===== src/verilog/archimedes_io_pkg.sv =====
`default_nettype none

package archimedes_io_pkg;

	// bus and register widths
	localparam int ADDR_W      = 26;
	localparam int WB_DATA_W   = 32;
	localparam int REG_IDX_W   = 5;
	localparam int IO_DATA_W   = 8;
	localparam int TIMER_W     = 16;
	localparam int CTRL_W      = 6;
	localparam int JOY_W       = 5;
	// byte lane the cpu uses for i/o writes
	localparam int WR_LANE_LSB = 16;

	// decode constants
	localparam logic [3:0]        IO_REGION   = 4'b1100;
	localparam logic [2:0]        IOC_BANK    = 3'd0;
	localparam logic [2:0]        LATCH_BANK  = 3'd5;
	localparam logic [1:0]        LATCH_SPEED = 2'd2;
	localparam logic [ADDR_W-1:0] IO_BASE     = {IO_REGION, 22'h000000};
	localparam logic [ADDR_W-1:0] IO_LAST     = {IO_REGION, 22'h3fffff};

	// ioc word indices
	localparam logic [REG_IDX_W-1:0] REG_CTRL      = 5'd0;
	localparam logic [REG_IDX_W-1:0] REG_IRQA_STAT = 5'd4;
	localparam logic [REG_IDX_W-1:0] REG_IRQA_REQ  = 5'd5;
	localparam logic [REG_IDX_W-1:0] REG_IRQA_MASK = 5'd6;
	localparam logic [REG_IDX_W-1:0] REG_IRQB_STAT = 5'd8;
	localparam logic [REG_IDX_W-1:0] REG_IRQB_REQ  = 5'd9;
	localparam logic [REG_IDX_W-1:0] REG_IRQB_MASK = 5'd10;
	localparam logic [REG_IDX_W-1:0] REG_FIQ_STAT  = 5'd12;
	localparam logic [REG_IDX_W-1:0] REG_FIQ_REQ   = 5'd13;
	localparam logic [REG_IDX_W-1:0] REG_FIQ_MASK  = 5'd14;
	localparam logic [REG_IDX_W-1:0] REG_T0_LOW    = 5'd16;
	localparam logic [REG_IDX_W-1:0] REG_T0_HIGH   = 5'd17;
	localparam logic [REG_IDX_W-1:0] REG_T0_GO     = 5'd18;

	// external latch indices
	localparam logic [REG_IDX_W-1:0] REG_LATCH_A = 5'd0;
	localparam logic [REG_IDX_W-1:0] REG_LATCH_C = 5'd2;
	localparam logic [REG_IDX_W-1:0] REG_JOY     = 5'd4;

	// irq a bit positions
	localparam int IRQA_FLYBK = 3;
	localparam int IRQA_POR   = 4;
	localparam int IRQA_TM0   = 5;

	// cpu byte address, top bits first
	typedef struct packed {
		logic [3:0]  region;
		logic        ioc_sel;
		logic [1:0]  speed;
		logic [2:0]  bank;
		logic [13:0] offset;
		logic [1:0]  byte_lane;
	} io_addr_fields_t;

	typedef union packed {
		logic [ADDR_W-1:0] raw;
		io_addr_fields_t   f;
	} io_addr_t;

endpackage

`default_nettype wire


===== src/verilog/io_bus_if.sv =====
`default_nettype none

// register bus from the decoder to one i/o block
interface io_bus_if import archimedes_io_pkg::*; ();

	// single cycle access pulse
	logic                 stb;
	logic                 we;
	logic [REG_IDX_W-1:0] reg_idx;
	logic [IO_DATA_W-1:0] wdata;
	// combinational read data for the current reg_idx
	logic [IO_DATA_W-1:0] rdata;

	modport master (
		output stb,
		output we,
		output reg_idx,
		output wdata,
		input  rdata
	);

	modport slave (
		input  stb,
		input  we,
		input  reg_idx,
		input  wdata,
		output rdata
	);

endinterface

`default_nettype wire


===== src/verilog/io_decoder.sv =====
`default_nettype none

module io_decoder import archimedes_io_pkg::*; (
	input  wire                   clkcpu_i,
	input  wire                   rst_n_i,

	// wishbone slave port
	input  wire                   cyc_i,
	input  wire                   stb_i,
	input  wire                   we_i,
	input  wire [ADDR_W-1:0]      adr_i,
	input  wire [WB_DATA_W-1:0]   dat_i,
	input  wire                   spvmd_i,
	output logic                  ack_o,
	output logic                  err_o,
	output logic [WB_DATA_W-1:0]  dat_o,

	io_bus_if.master              ioc_bus,
	io_bus_if.master              latch_bus
);

	io_addr_t             addr;
	logic                 req;
	logic                 in_io;
	logic                 access_ok;
	logic                 ioc_hit;
	logic                 latch_hit;
	logic [WB_DATA_W-1:0] rd_word;

	assign addr = adr_i;

	// new request, ignored while it is being answered
	assign req = cyc_i & stb_i & ~ack_o & ~err_o;

	assign in_io     = (addr.raw >= IO_BASE) && (addr.raw <= IO_LAST);
	// user mode may not touch i/o space
	assign access_ok = in_io & spvmd_i;

	assign ioc_hit   = addr.f.ioc_sel && (addr.f.bank == IOC_BANK);
	assign latch_hit = addr.f.ioc_sel && (addr.f.bank == LATCH_BANK) &&
		(addr.f.speed == LATCH_SPEED);

	assign ioc_bus.stb     = req & access_ok & ioc_hit;
	assign ioc_bus.we      = we_i;
	assign ioc_bus.reg_idx = addr.f.offset[REG_IDX_W-1:0];
	assign ioc_bus.wdata   = dat_i[WR_LANE_LSB +: IO_DATA_W];

	assign latch_bus.stb     = req & access_ok & latch_hit;
	assign latch_bus.we      = we_i;
	assign latch_bus.reg_idx = addr.f.offset[REG_IDX_W-1:0];
	assign latch_bus.wdata   = dat_i[WR_LANE_LSB +: IO_DATA_W];

	// unmapped space floats high
	always_comb begin
		if (ioc_hit) begin
			rd_word = {{(WB_DATA_W-IO_DATA_W){1'b0}}, ioc_bus.rdata};
		end else if (latch_hit) begin
			rd_word = {{(WB_DATA_W-IO_DATA_W){1'b0}}, latch_bus.rdata};
		end else begin
			rd_word = '1;
		end
	end

	always_ff @(posedge clkcpu_i) begin
		if (!rst_n_i) begin
			ack_o <= 1'b0;
			err_o <= 1'b0;
		end else begin
			ack_o <= req & access_ok;
			err_o <= req & ~access_ok;
		end
	end

	always_ff @(posedge clkcpu_i) begin
		if (req) begin
			dat_o <= rd_word;
		end
	end

	a_ack_err_excl : assert property (@(posedge clkcpu_i) disable iff (!rst_n_i)
		!(ack_o && err_o));

	// response only while the master still holds the cycle
	a_resp_in_cyc : assert property (@(posedge clkcpu_i) disable iff (!rst_n_i)
		(ack_o || err_o) |-> cyc_i);

endmodule

`default_nettype wire


===== src/verilog/ioc_regs.sv =====
`default_nettype none

module ioc_regs import archimedes_io_pkg::*; (
	input  wire                  clkcpu_i,
	input  wire                  rst_n_i,

	io_bus_if.slave              bus,

	input  wire                  flybk_i,
	input  wire [IO_DATA_W-1:0]  irq_b_i,
	input  wire [IO_DATA_W-1:0]  fiq_i,

	input  wire [CTRL_W-1:0]     ctrl_i,
	output logic [CTRL_W-1:0]    ctrl_o,

	output logic                 irq_o,
	output logic                 firq_o
);

	logic                 wr;
	logic                 flybk_q;
	logic [IO_DATA_W-1:0] irqa_stat;
	logic [IO_DATA_W-1:0] irqa_mask;
	logic [IO_DATA_W-1:0] irqb_mask;
	logic [IO_DATA_W-1:0] fiq_mask;
	logic [IO_DATA_W-1:0] irqa_set;
	logic [IO_DATA_W-1:0] irqa_clr;
	logic [IO_DATA_W-1:0] irqa_req;
	logic [IO_DATA_W-1:0] irqb_req;
	logic [IO_DATA_W-1:0] fiq_req;
	logic [TIMER_W-1:0]   t0_latch;
	logic [TIMER_W-1:0]   t0_count;
	logic                 t0_run;
	logic                 t0_fire;

	assign wr = bus.stb & bus.we;

	assign t0_fire = t0_run && (t0_count == '0);

	// edge and timer events into irq a
	always_comb begin
		irqa_set             = '0;
		irqa_set[IRQA_FLYBK] = flybk_i & ~flybk_q;
		irqa_set[IRQA_TM0]   = t0_fire;
	end

	// writing ones to the request register clears status
	assign irqa_clr = (wr && bus.reg_idx == REG_IRQA_REQ) ? bus.wdata : '0;

	assign irqa_req = irqa_stat & irqa_mask;
	assign irqb_req = irq_b_i & irqb_mask;
	assign fiq_req  = fiq_i & fiq_mask;

	always_ff @(posedge clkcpu_i) begin
		if (!rst_n_i) begin
			flybk_q             <= 1'b0;
			irqa_stat           <= '0;
			irqa_stat[IRQA_POR] <= 1'b1;
			irqa_mask           <= '0;
			irqb_mask           <= '0;
			fiq_mask            <= '0;
			ctrl_o              <= '1;
		end else begin
			flybk_q   <= flybk_i;
			// a new event wins over a clear in the same cycle
			irqa_stat <= (irqa_stat & ~irqa_clr) | irqa_set;
			if (wr) begin
				case (bus.reg_idx)
					REG_CTRL:      ctrl_o    <= bus.wdata[CTRL_W-1:0];
					REG_IRQA_MASK: irqa_mask <= bus.wdata;
					REG_IRQB_MASK: irqb_mask <= bus.wdata;
					REG_FIQ_MASK:  fiq_mask  <= bus.wdata;
					default: ;
				endcase
			end
		end
	end

	// reload value, loaded a byte at a time
	always_ff @(posedge clkcpu_i) begin
		if (wr && bus.reg_idx == REG_T0_LOW) begin
			t0_latch[IO_DATA_W-1:0] <= bus.wdata;
		end
		if (wr && bus.reg_idx == REG_T0_HIGH) begin
			t0_latch[TIMER_W-1:IO_DATA_W] <= bus.wdata;
		end
	end

	// timer 0, idle until the first go
	always_ff @(posedge clkcpu_i) begin
		if (!rst_n_i) begin
			t0_run   <= 1'b0;
			t0_count <= '0;
		end else if (wr && bus.reg_idx == REG_T0_GO) begin
			t0_run   <= 1'b1;
			t0_count <= t0_latch;
		end else if (t0_run) begin
			t0_count <= t0_fire ? t0_latch : t0_count - 1'b1;
		end
	end

	always_ff @(posedge clkcpu_i) begin
		if (!rst_n_i) begin
			irq_o  <= 1'b0;
			firq_o <= 1'b0;
		end else begin
			irq_o  <= (|irqa_req) | (|irqb_req);
			firq_o <= |fiq_req;
		end
	end

	always_comb begin
		case (bus.reg_idx)
			REG_CTRL:      bus.rdata = {{(IO_DATA_W-CTRL_W){1'b0}}, ctrl_i};
			REG_IRQA_STAT: bus.rdata = irqa_stat;
			REG_IRQA_REQ:  bus.rdata = irqa_req;
			REG_IRQA_MASK: bus.rdata = irqa_mask;
			REG_IRQB_STAT: bus.rdata = irq_b_i;
			REG_IRQB_REQ:  bus.rdata = irqb_req;
			REG_IRQB_MASK: bus.rdata = irqb_mask;
			REG_FIQ_STAT:  bus.rdata = fiq_i;
			REG_FIQ_REQ:   bus.rdata = fiq_req;
			REG_FIQ_MASK:  bus.rdata = fiq_mask;
			REG_T0_LOW:    bus.rdata = t0_count[IO_DATA_W-1:0];
			REG_T0_HIGH:   bus.rdata = t0_count[TIMER_W-1:IO_DATA_W];
			default:       bus.rdata = '0;
		endcase
	end

	// decoder must present a settled index with every pulse
	a_idx_known : assert property (@(posedge clkcpu_i) disable iff (!rst_n_i)
		bus.stb |-> !$isunknown(bus.reg_idx));

endmodule

`default_nettype wire


===== src/verilog/ext_latches.sv =====
`default_nettype none

module ext_latches import archimedes_io_pkg::*; (
	input  wire                  clkcpu_i,
	input  wire                  rst_n_i,

	io_bus_if.slave              bus,

	// floppy control from latch a
	output logic [3:0]           floppy_drive_o,
	output logic                 floppy_side_o,
	output logic                 floppy_motor_o,
	output logic                 floppy_inuse_o,
	output logic                 floppy_reset_o,

	// video enhancer from latch c
	output logic [1:0]           vid_baseclk_o,
	output logic [1:0]           vid_syncpol_o,

	input  wire [JOY_W-1:0]      joy0_i,
	input  wire [JOY_W-1:0]      joy1_i
);

	logic                 wr;
	logic [IO_DATA_W-1:0] latch_a;
	logic [IO_DATA_W-1:0] latch_c;

	assign wr = bus.stb & bus.we;

	// drive select is active low, so all drives start deselected
	always_ff @(posedge clkcpu_i) begin
		if (!rst_n_i) begin
			latch_a <= 8'h0f;
			latch_c <= '0;
		end else if (wr) begin
			case (bus.reg_idx)
				REG_LATCH_A: latch_a <= bus.wdata;
				REG_LATCH_C: latch_c <= bus.wdata;
				default: ;
			endcase
		end
	end

	assign floppy_drive_o = latch_a[3:0];
	assign floppy_side_o  = latch_a[4];
	assign floppy_motor_o = latch_a[5];
	assign floppy_inuse_o = latch_a[6];
	assign floppy_reset_o = latch_a[7];

	assign vid_baseclk_o = latch_c[1:0];
	assign vid_syncpol_o = latch_c[3:2];

	always_comb begin
		case (bus.reg_idx)
			REG_LATCH_A:        bus.rdata = latch_a;
			REG_LATCH_C:        bus.rdata = latch_c;
			REG_JOY:            bus.rdata = {{(IO_DATA_W-JOY_W){1'b0}}, joy0_i};
			REG_JOY + 5'd1:     bus.rdata = {{(IO_DATA_W-JOY_W){1'b0}}, joy1_i};
			default:            bus.rdata = '1;
		endcase
	end

	// joystick port is read only
	a_no_joy_write : assert property (@(posedge clkcpu_i) disable iff (!rst_n_i)
		!(wr && bus.reg_idx == REG_JOY));

endmodule

`default_nettype wire


===== src/verilog/archimedes_io_top.sv =====
`default_nettype none

module archimedes_io_top import archimedes_io_pkg::*; (
	input  wire                  clkcpu_i,
	input  wire                  rst_n_i,

	// cpu wishbone port
	input  wire                  cyc_i,
	input  wire                  stb_i,
	input  wire                  we_i,
	input  wire [ADDR_W-1:0]     adr_i,
	input  wire [WB_DATA_W-1:0]  dat_i,
	input  wire                  spvmd_i,
	output wire                  ack_o,
	output wire                  err_o,
	output wire [WB_DATA_W-1:0]  dat_o,

	// interrupt sources and cpu interrupts
	input  wire                  flybk_i,
	input  wire [IO_DATA_W-1:0]  irq_b_i,
	input  wire [IO_DATA_W-1:0]  fiq_i,
	output wire                  irq_o,
	output wire                  firq_o,

	input  wire [CTRL_W-1:0]     ctrl_i,
	output wire [CTRL_W-1:0]     ctrl_o,

	output wire [3:0]            floppy_drive_o,
	output wire                  floppy_side_o,
	output wire                  floppy_motor_o,
	output wire                  floppy_inuse_o,
	output wire                  floppy_reset_o,

	output wire [1:0]            vid_baseclk_o,
	output wire [1:0]            vid_syncpol_o,

	input  wire [JOY_W-1:0]      joy0_i,
	input  wire [JOY_W-1:0]      joy1_i
);

	io_bus_if ioc_bus ();
	io_bus_if latch_bus ();

	io_decoder io_decoder_i (
		.clkcpu_i  ( clkcpu_i  ),
		.rst_n_i   ( rst_n_i   ),
		.cyc_i     ( cyc_i     ),
		.stb_i     ( stb_i     ),
		.we_i      ( we_i      ),
		.adr_i     ( adr_i     ),
		.dat_i     ( dat_i     ),
		.spvmd_i   ( spvmd_i   ),
		.ack_o     ( ack_o     ),
		.err_o     ( err_o     ),
		.dat_o     ( dat_o     ),
		.ioc_bus   ( ioc_bus   ),
		.latch_bus ( latch_bus )
	);

	ioc_regs ioc_regs_i (
		.clkcpu_i  ( clkcpu_i  ),
		.rst_n_i   ( rst_n_i   ),
		.bus       ( ioc_bus   ),
		.flybk_i   ( flybk_i   ),
		.irq_b_i   ( irq_b_i   ),
		.fiq_i     ( fiq_i     ),
		.ctrl_i    ( ctrl_i    ),
		.ctrl_o    ( ctrl_o    ),
		.irq_o     ( irq_o     ),
		.firq_o    ( firq_o    )
	);

	ext_latches ext_latches_i (
		.clkcpu_i       ( clkcpu_i       ),
		.rst_n_i        ( rst_n_i        ),
		.bus            ( latch_bus      ),
		.floppy_drive_o ( floppy_drive_o ),
		.floppy_side_o  ( floppy_side_o  ),
		.floppy_motor_o ( floppy_motor_o ),
		.floppy_inuse_o ( floppy_inuse_o ),
		.floppy_reset_o ( floppy_reset_o ),
		.vid_baseclk_o  ( vid_baseclk_o  ),
		.vid_syncpol_o  ( vid_syncpol_o  ),
		.joy0_i         ( joy0_i         ),
		.joy1_i         ( joy1_i         )
	);

endmodule

`default_nettype wire


===== config.mk =====
export PLATFORM = sky130hd
export DESIGN_NAME = archimedes_io_top
export DESIGN_NICKNAME = d
export VERILOG_FILES = /design/src/verilog/archimedes_io_pkg.sv /design/src/verilog/io_bus_if.sv /design/src/verilog/io_decoder.sv /design/src/verilog/ioc_regs.sv /design/src/verilog/ext_latches.sv /design/src/verilog/archimedes_io_top.sv
export SDC_FILE = /design/constraint.sdc
export NUM_CORES = 1
export LEC_CHECK = 0
export BUFFER_PORTS_ARGS = -buffer_cell sky130_fd_sc_hd__buf_2
export CORE_MARGIN = 2
export CORE_UTILIZATION = 40
export CTS_BUF_LIST = sky130_fd_sc_hd__clkbuf_8
export CTS_CLUSTER_SIZE = 12
export DETAILED_ROUTE_END_ITERATION = 16
export SYNTH_ARGS = -nofsm -noshare
export SYNTH_HDL_FRONTEND = slang
export SYNTH_SLANG_ARGS = --single-unit

===== constraint.sdc =====
create_clock -name clkcpu_i -period 2.55 [get_ports clkcpu_i]
set_input_delay 0.51 -clock clkcpu_i [delete_from_list [all_inputs] [get_ports clkcpu_i]]
set_output_delay 0.51 -clock clkcpu_i [all_outputs]
set_load 0.1 [all_outputs]

Yosys cells after proc, flatten, opt, wreduce, memory -nomap -nowiden
Index checks and enable logic that the tools add are counted.
{"block": "word_totals", "input_bits": 97, "out_inout_bits": 54, "elab_cells": 88, "ff_bits": 124}
{"block": "op_classes", "bitwise": 22, "mux": 8, "magnitude_cmp": 2, "reduce_logical": 22, "add_sub_neg": 1, "n_eq_ne": 15}
{"op": "8-bit case mux with 12 select lines", "count": 1}
{"op": "16-bit two-way mux", "count": 3}
{"op": "8-bit bitwise AND", "count": 4}
{"op": "32-bit two-way mux", "count": 1}
{"op": "8-bit case mux with 4 select lines", "count": 1}
{"op": "5-bit by 4-bit == test with 1-bit output (second input constant)", "count": 6}
{"op": "26-bit greater-or-equal comparator (second input constant)", "count": 1}
{"op": "26-bit less-or-equal comparator (second input constant)", "count": 1}
{"op": "8-bit OR reduction", "count": 3}
{"op": "16-bit zero test", "count": 1}
{"op": "8-bit two-way mux", "count": 2}
{"op": "16-bit by 1-bit subtractor with 16-bit output (second input constant)", "count": 1}
{"op": "5-bit by 3-bit == test with 1-bit output (second input constant)", "count": 3}
{"op": "5-bit == test (second input constant)", "count": 3}
{"op": "2-bit AND reduction", "count": 6}
{"op": "1-bit bitwise AND", "count": 11}
{"op": "1-bit logical AND", "count": 9}
{"op": "8-bit NOT", "count": 1}
{"op": "8-bit by 6-bit OR with 8-bit output", "count": 1}
{"op": "5-bit by 2-bit == test with 1-bit output (second input constant)", "count": 1}
{"op": "5-bit zero test", "count": 1}
{"op": "1-bit NOT", "count": 4}
{"op": "3-bit == test (second input constant)", "count": 1}
{"op": "3-bit zero test", "count": 1}
{"op": "other kinds (3)", "count": 3}

Depth between registers and ports, before layout
{"block": "depth", "ltp_word": 11, "depth_mapped": 8, "depth_no_buf": 7}

Hierarchy
Synthesis repeated with hierarchy kept, for this count alone.
{"block": "unflattened", "cells_unflattened": 661, "hier_area_um2": 5808.1}
{"module": "ioc_regs", "instances": 1, "cells_each": 448, "area_each_um2": 3980.1, "seq_area_each_um2": 1641.6}
{"module": "io_decoder", "instances": 1, "cells_each": 103, "area_each_um2": 928.4, "seq_area_each_um2": 310.3}
{"module": "ext_latches", "instances": 1, "cells_each": 110, "area_each_um2": 899.6, "seq_area_each_um2": 320.3}

Worst setup path before layout
No wires, ideal clock.
{"block": "synth_timing", "path_type": "flip-flop to flip-flop", "start": "register io_decoder_i.err_o", "end": "register ioc_regs_i.t0_count[13]", "setup_slack_ns": 0.023, "t_required_ns": 2.418, "path_buffers": 2, "setup_time_ns": 0.132, "arrival_ns": 2.394, "path_stages_with_launch": 8, "period_less_slack_ns": 2.527, "cell_sequence": "dfxtp_1 and4bb_2 and4b_1 buf_6 a22oi_2 buf_2 mux2i_1 a21oi_1"}
{"block": "synth_between", "elab_chain_len": 7, "elab_cells_between_ends": 8, "cone_classes": "1 x mux; 5 x bitwise; 2 x reduce/logical"}
{"item": "start, declared", "line_no": "io_decoder.sv:15", "source": "output logic err_o,"}
{"item": "start signal, assigned", "line_no": "io_decoder.sv:70", "source": "err_o <= req & ~access_ok;"}
{"item": "1-bit NOT (*)", "line_no": "io_decoder.sv:33", "source": "assign req = cyc_i & stb_i & ~ack_o & ~err_o;"}
{"item": "1-bit bitwise AND (*)", "line_no": "io_decoder.sv:33"}
{"item": "net io_decoder_i.req", "line_no": "io_decoder.sv:23", "source": "logic req;"}
{"item": "1-bit bitwise AND (*) (2 in series)", "line_no": "io_decoder.sv:43", "source": "assign ioc_bus.stb = req & access_ok & ioc_hit;"}
{"item": "1-bit bitwise AND (*)", "line_no": "ioc_regs.sv:36", "source": "assign wr = bus.stb & bus.we;"}
{"item": "1-bit logical AND (*)", "line_no": "ioc_regs.sv:94", "source": "end else if (wr && bus.reg_idx == REG_T0_GO) begin"}
{"item": "16-bit two-way mux or 2-bit nonzero test (tied branches)"}
{"item": "end signal, assigned", "line_no": "ioc_regs.sv:96", "source": "t0_count <= t0_latch;"}
{"item": "end signal, assigned", "line_no": "ioc_regs.sv:98", "source": "t0_count <= t0_fire ? t0_latch : t0_count - 1'b1;"}
{"item": "end, declared", "line_no": "ioc_regs.sv:32", "source": "logic [TIMER_W-1:0] t0_count;"}
Mark *: on every way through the listed nets, which the timed path passes. The rest lies on a longest branch.
A chain may end at the register's enable or synchronous reset.

Final worst setup path
{"block": "layout_timing", "start": "input port adr_i[5]", "end": "register io_decoder_i.dat_o[2], data pin"}
{"block": "layout_between", "elab_chain_len": 4, "elab_cells_between_ends": 17, "cone_classes": "12 x eq/ne; 4 x mux; 1 x reduce/logical"}
{"item": "start, declared", "line_no": "archimedes_io_top.sv:11", "source": "input wire [ADDR_W-1:0] adr_i,"}
{"item": "5-bit by 3-bit == test with 1-bit output, or another cell as far along", "line_no": "ioc_regs.sv:113, ext_latches.sv:54"}
{"item": "8-bit case mux with 4 select lines", "line_no": "ext_latches.sv:54", "source": "case (bus.reg_idx)"}
{"item": "32-bit two-way mux", "line_no": "io_decoder.sv:57", "source": "end else if (latch_hit) begin"}
{"item": "8-bit two-way mux (*)", "line_no": "io_decoder.sv:55", "source": "if (ioc_hit) begin"}
{"item": "net io_decoder_i.rd_word[2]", "line_no": "io_decoder.sv:28", "source": "logic [WB_DATA_W-1:0] rd_word;"}
{"item": "end signal, assigned", "line_no": "io_decoder.sv:76", "source": "dat_o <= rd_word;"}
{"item": "end, declared", "line_no": "io_decoder.sv:16", "source": "output logic [WB_DATA_W-1:0] dat_o,"}
Marked as above.

==> qor.yml <==
dp.cells: 849
crit_family: "compound AO/OA/AOI/OAI gates"
grt_pass1_vias: 4923
setup_ws_ns: 0.303
clock_path_buffers: 2
antenna_left: 0
vias: 5075
slowest_stage: "a2111oi_0"
min_period_ns: 2.25
ys.flop_type: "dfxtp_1"
critPathBufInv: 2
final-max-slew-violation-count: 0
clock_latency_ns: 0.39
hold_depth: 2
grt_pass1_wl_um: 27700
dieHeight_um: 121
grt_antenna_before_repair: 0
start_util: 0.412
grt_usage: 0.247
p_leak_nw: 2.89
diodes: 0
cp_cell_sequence: "buf_2 > nor3b_1 > and2_1 > a221o_1 > a2111oi_0 > buf_4 > o22ai_1"
rsz0062_at_grt: "false"
outcome: "finished clean"
peakVddDrop_mv: 0.305
cp_data_required_time_ns: 2.66
root_buffer: "clkbuf_8"
postCtsSetupBuffers: 0
wirelength_um: 17800
critical_path_class: "input pin to flip-flop"
synth-async-reset-ratio: 0
synth_area_um2: 5500
num_rows: 42
ys_ff_latch: 101
clkTransAtPathRegs_ns: 0.10
dieArea_um2: 14700
hpwl_um: 13500
crit_path_start_kind: "input pin"
cp-end-kind: "flip-flop"
clock.fmax_ghz: 0.445
ctsHoldBuffers: 0
clock_sink_count: 101
cts_made_buffers: 9
hp-class: "input pin to flip-flop"
port_buffers: 115
ys_types: 71
period_share: 0.881
synth_edf_count: 25
globalRouteOverflowTotal: 0
relSlewSlack: 0.425
fp.dieW_um: 121
worst_slew_pin_slew_ns: 0.862
synth-warning-count: 0
skew_ns: 0.0129
wl_per_cell_um: 20.6
detail_route.vias_per_cell: 5.87
hold_viol: 0
place.gp.congestion: 1.00
fin_cells: 865
worstPathArrival_ns: 2.36
r2r_cells: 6
grt_max_degree: 38
ys_seq_area_frac: 0.413
cp.depth: 7
syn_nets: 683
firstDrtPassIters: 5
route.detailed.drc: 0
utilization: 0.482
powerDensity_nw_per_um2: 495
setup_viol: 0
cts_resized: 0
nets: 782
cts-htree-levels: 3
cp_max_fo: 15
area_growth_pct: 17.0
ios: 151
postSynthAreaPerCell_um2: 9.40
rrSetupSlack_ns: 0.33
drt_iter0_markers: 340
drive_above_1_share: 0.276
syn_inst: 585
cap_viol_max_count: 0
tritoncts: "yes"
slowest_delay_ns: 0.54
place_ws_ns: -0.0600
core-area_um2: 13300
## cells by family (layout without fill, tap and decap cells)
| family | after synthesis | in the layout | synth area share |
|---|---|---|---|
| AO/OA/AOI/OAI | 133 | 133 | 0.175 |
| XOR/XNOR | 3 | 3 | 0.00478 |
| adder cells (fa/ha/maj) | 1 | 1 | 0.00227 |
| buffers and inverters | 73 | 177 | 0.0744 |
| flip-flops | 101 | 101 | 0.413 |
| multiplexers | 59 | 59 | 0.109 |
| AND/OR/NAND/NOR | 215 | 215 | 0.222 |
## layer usage
layer | share of wire | GRT usage | up-vias
li1 | - | - | 2363
met4 | 0.033 | 0.103 | 0
met5 | 0 | 0 | -
met1 | 0.45 | 0.348 | 2448
met2 | 0.45 | 0.380 | 225
met3 | 0.062 | 0.0343 | 39
## worst paths after layout
path | start | endpoint
worst max-delay path | adr_i[5] | io_decoder_i.dat_o[2]$_DFFE_PP_
worst min-delay path | adr_i[23] | io_decoder_i.ack_o$_SDFF_PN0_
worst max register to register | ioc_regs_i.t0_count[8]$_SDFFE_PN0P_ | ioc_regs_i.t0_count[7]$_SDFFE_PN0P_
worst min register to register | ioc_regs_i.irqa_stat[7]$_SDFF_PN0_ | ioc_regs_i.irqa_stat[7]$_SDFF_PN0_
## flip-flops by register name, summed over array words and instances, names as in the netlist
signal	count
ioc_regs_i.flybk_q	1
ioc_regs_i.t0_run	1
ioc_regs_i.ctrl_o	6
ioc_regs_i.firq_o	1
ioc_regs_i.irq_o	1
ioc_regs_i.irqb_mask	8
io_decoder_i.ack_o	1
ext_latches_i.latch_c	8
ioc_regs_i.irqa_mask	8
ioc_regs_i.fiq_mask	8
io_decoder_i.err_o	1
ext_latches_i.latch_a	8
ioc_regs_i.t0_count	16
ioc_regs_i.t0_latch	16
ioc_regs_i.irqa_stat	8
io_decoder_i.dat_o	9
## power by group
group | internal [W] | total [W] | switching, W | leakage (nW)
sequential | 0.00165 | 0.00165 | 0.00000566 | 0.837
clock | 0.000549 | 0.00112 | 0.000569 | 0.114
combinational | 0.000109 | 0.000415 | 0.000306 | 1.94
total | 0.00230 | 0.00319 | 0.000881 | 2.89
## cell usage in the layout, fill, tap and decap left out, drive strengths merged, types with 4 or more instances in the layout
| cell | synthesis | final |
|---|---|---|
| nor3 | 12 | 12 |
| a211oi | 4 | 4 |
| a31oi | 5 | 5 |
| a21o | 5 | 5 |
| nand2b | 6 | 6 |
| a32o | 6 | 6 |
| buf | 37 | 155 |
| and3 | 22 | 22 |
| nand3b | 5 | 5 |
| nand4 | 6 | 6 |
| edfxtp | 25 | 25 |
| nor2b | 29 | 29 |
| nor2 | 33 | 33 |
| nand3 | 21 | 21 |
| or3 | 4 | 4 |
| o211ai | 6 | 6 |
| clkbuf | 30 | 9 |
| dfxtp | 76 | 76 |
| nor4 | 5 | 5 |
| a21oi | 20 | 20 |
| mux2 | 6 | 6 |
| o22ai | 11 | 11 |
| a32oi | 4 | 4 |
| a22oi | 19 | 19 |
| mux2i | 53 | 53 |
| o21ai | 17 | 17 |
| a22o | 4 | 4 |
| clkinv | 0 | 4 |
| nand2 | 43 | 43 |
| and2 | 6 | 6 |
| a21boi | 6 | 6 |
| a221oi | 7 | 7 |
| inv | 6 | 7 |
## cell usage after synthesis, types with 6 or more instances
| library cell | n | area, um^2 |
|---|---|---|
| nand4_1 | 6 | 37.5 |
| nand2b_1 | 6 | 37.5 |
| a22oi_1 | 18 | 135 |
| inv_1 | 6 | 22.5 |
| dfxtp_1 | 76 | 1520 |
| o22ai_1 | 11 | 68.8 |
| clkbuf_1 | 29 | 109 |
| nor3_1 | 11 | 55.1 |
| buf_2 | 6 | 30.0 |
| a221oi_1 | 7 | 61.3 |
| mux2i_1 | 53 | 531 |
| mux2_2 | 6 | 67.6 |
| nand3_1 | 20 | 100 |
| nand2_1 | 43 | 161 |
| o21ai_0 | 17 | 85.1 |
| o211ai_1 | 6 | 45.0 |
| a32o_1 | 6 | 60.1 |
| edfxtp_1 | 25 | 751 |
| a21oi_1 | 18 | 90.1 |
| and3_1 | 20 | 125 |
| buf_4 | 29 | 218 |
| nor2_1 | 33 | 124 |
| nor2b_1 | 29 | 181 |
## worst reg2reg max path, cell delays in order (launching register included)
cell and delay, ns:
dfxtp_1 0.39, or4_1 0.71, nor4_4 0.37, buf_4 0.23
a21oi_2 0.06, o311a_1 0.30, nor2_1 0.10
## stage by stage
step	TNS [ns]	hold slack [ns]	cell area [um^2]	total power [W]
2_1_floorplan	0	0.423	5500	0.00196
3_5_place_dp	-0.0600	0.451	6220	0.00210
3_3_place_gp	-0.0791	0.449	6220	0.00210
5_1_grt	0	0.305	6440	0.00329
4_1_cts	0	0.303	6440	0.00320
6_report	0	0.311	6440	0.00319
## layout make-up
class / count / area (um^2)
tap: 176 / 220
clock inverter: 7 / 91.3
clock buffer: 9 / 124
inverter: 6 / 22.5
sequential: 101 / 2270
fill: 1311 / 6910
timing repair buffer: 155 / 888
multi-input combinational: 411 / 2820
(Power assumes the default switching activity.)
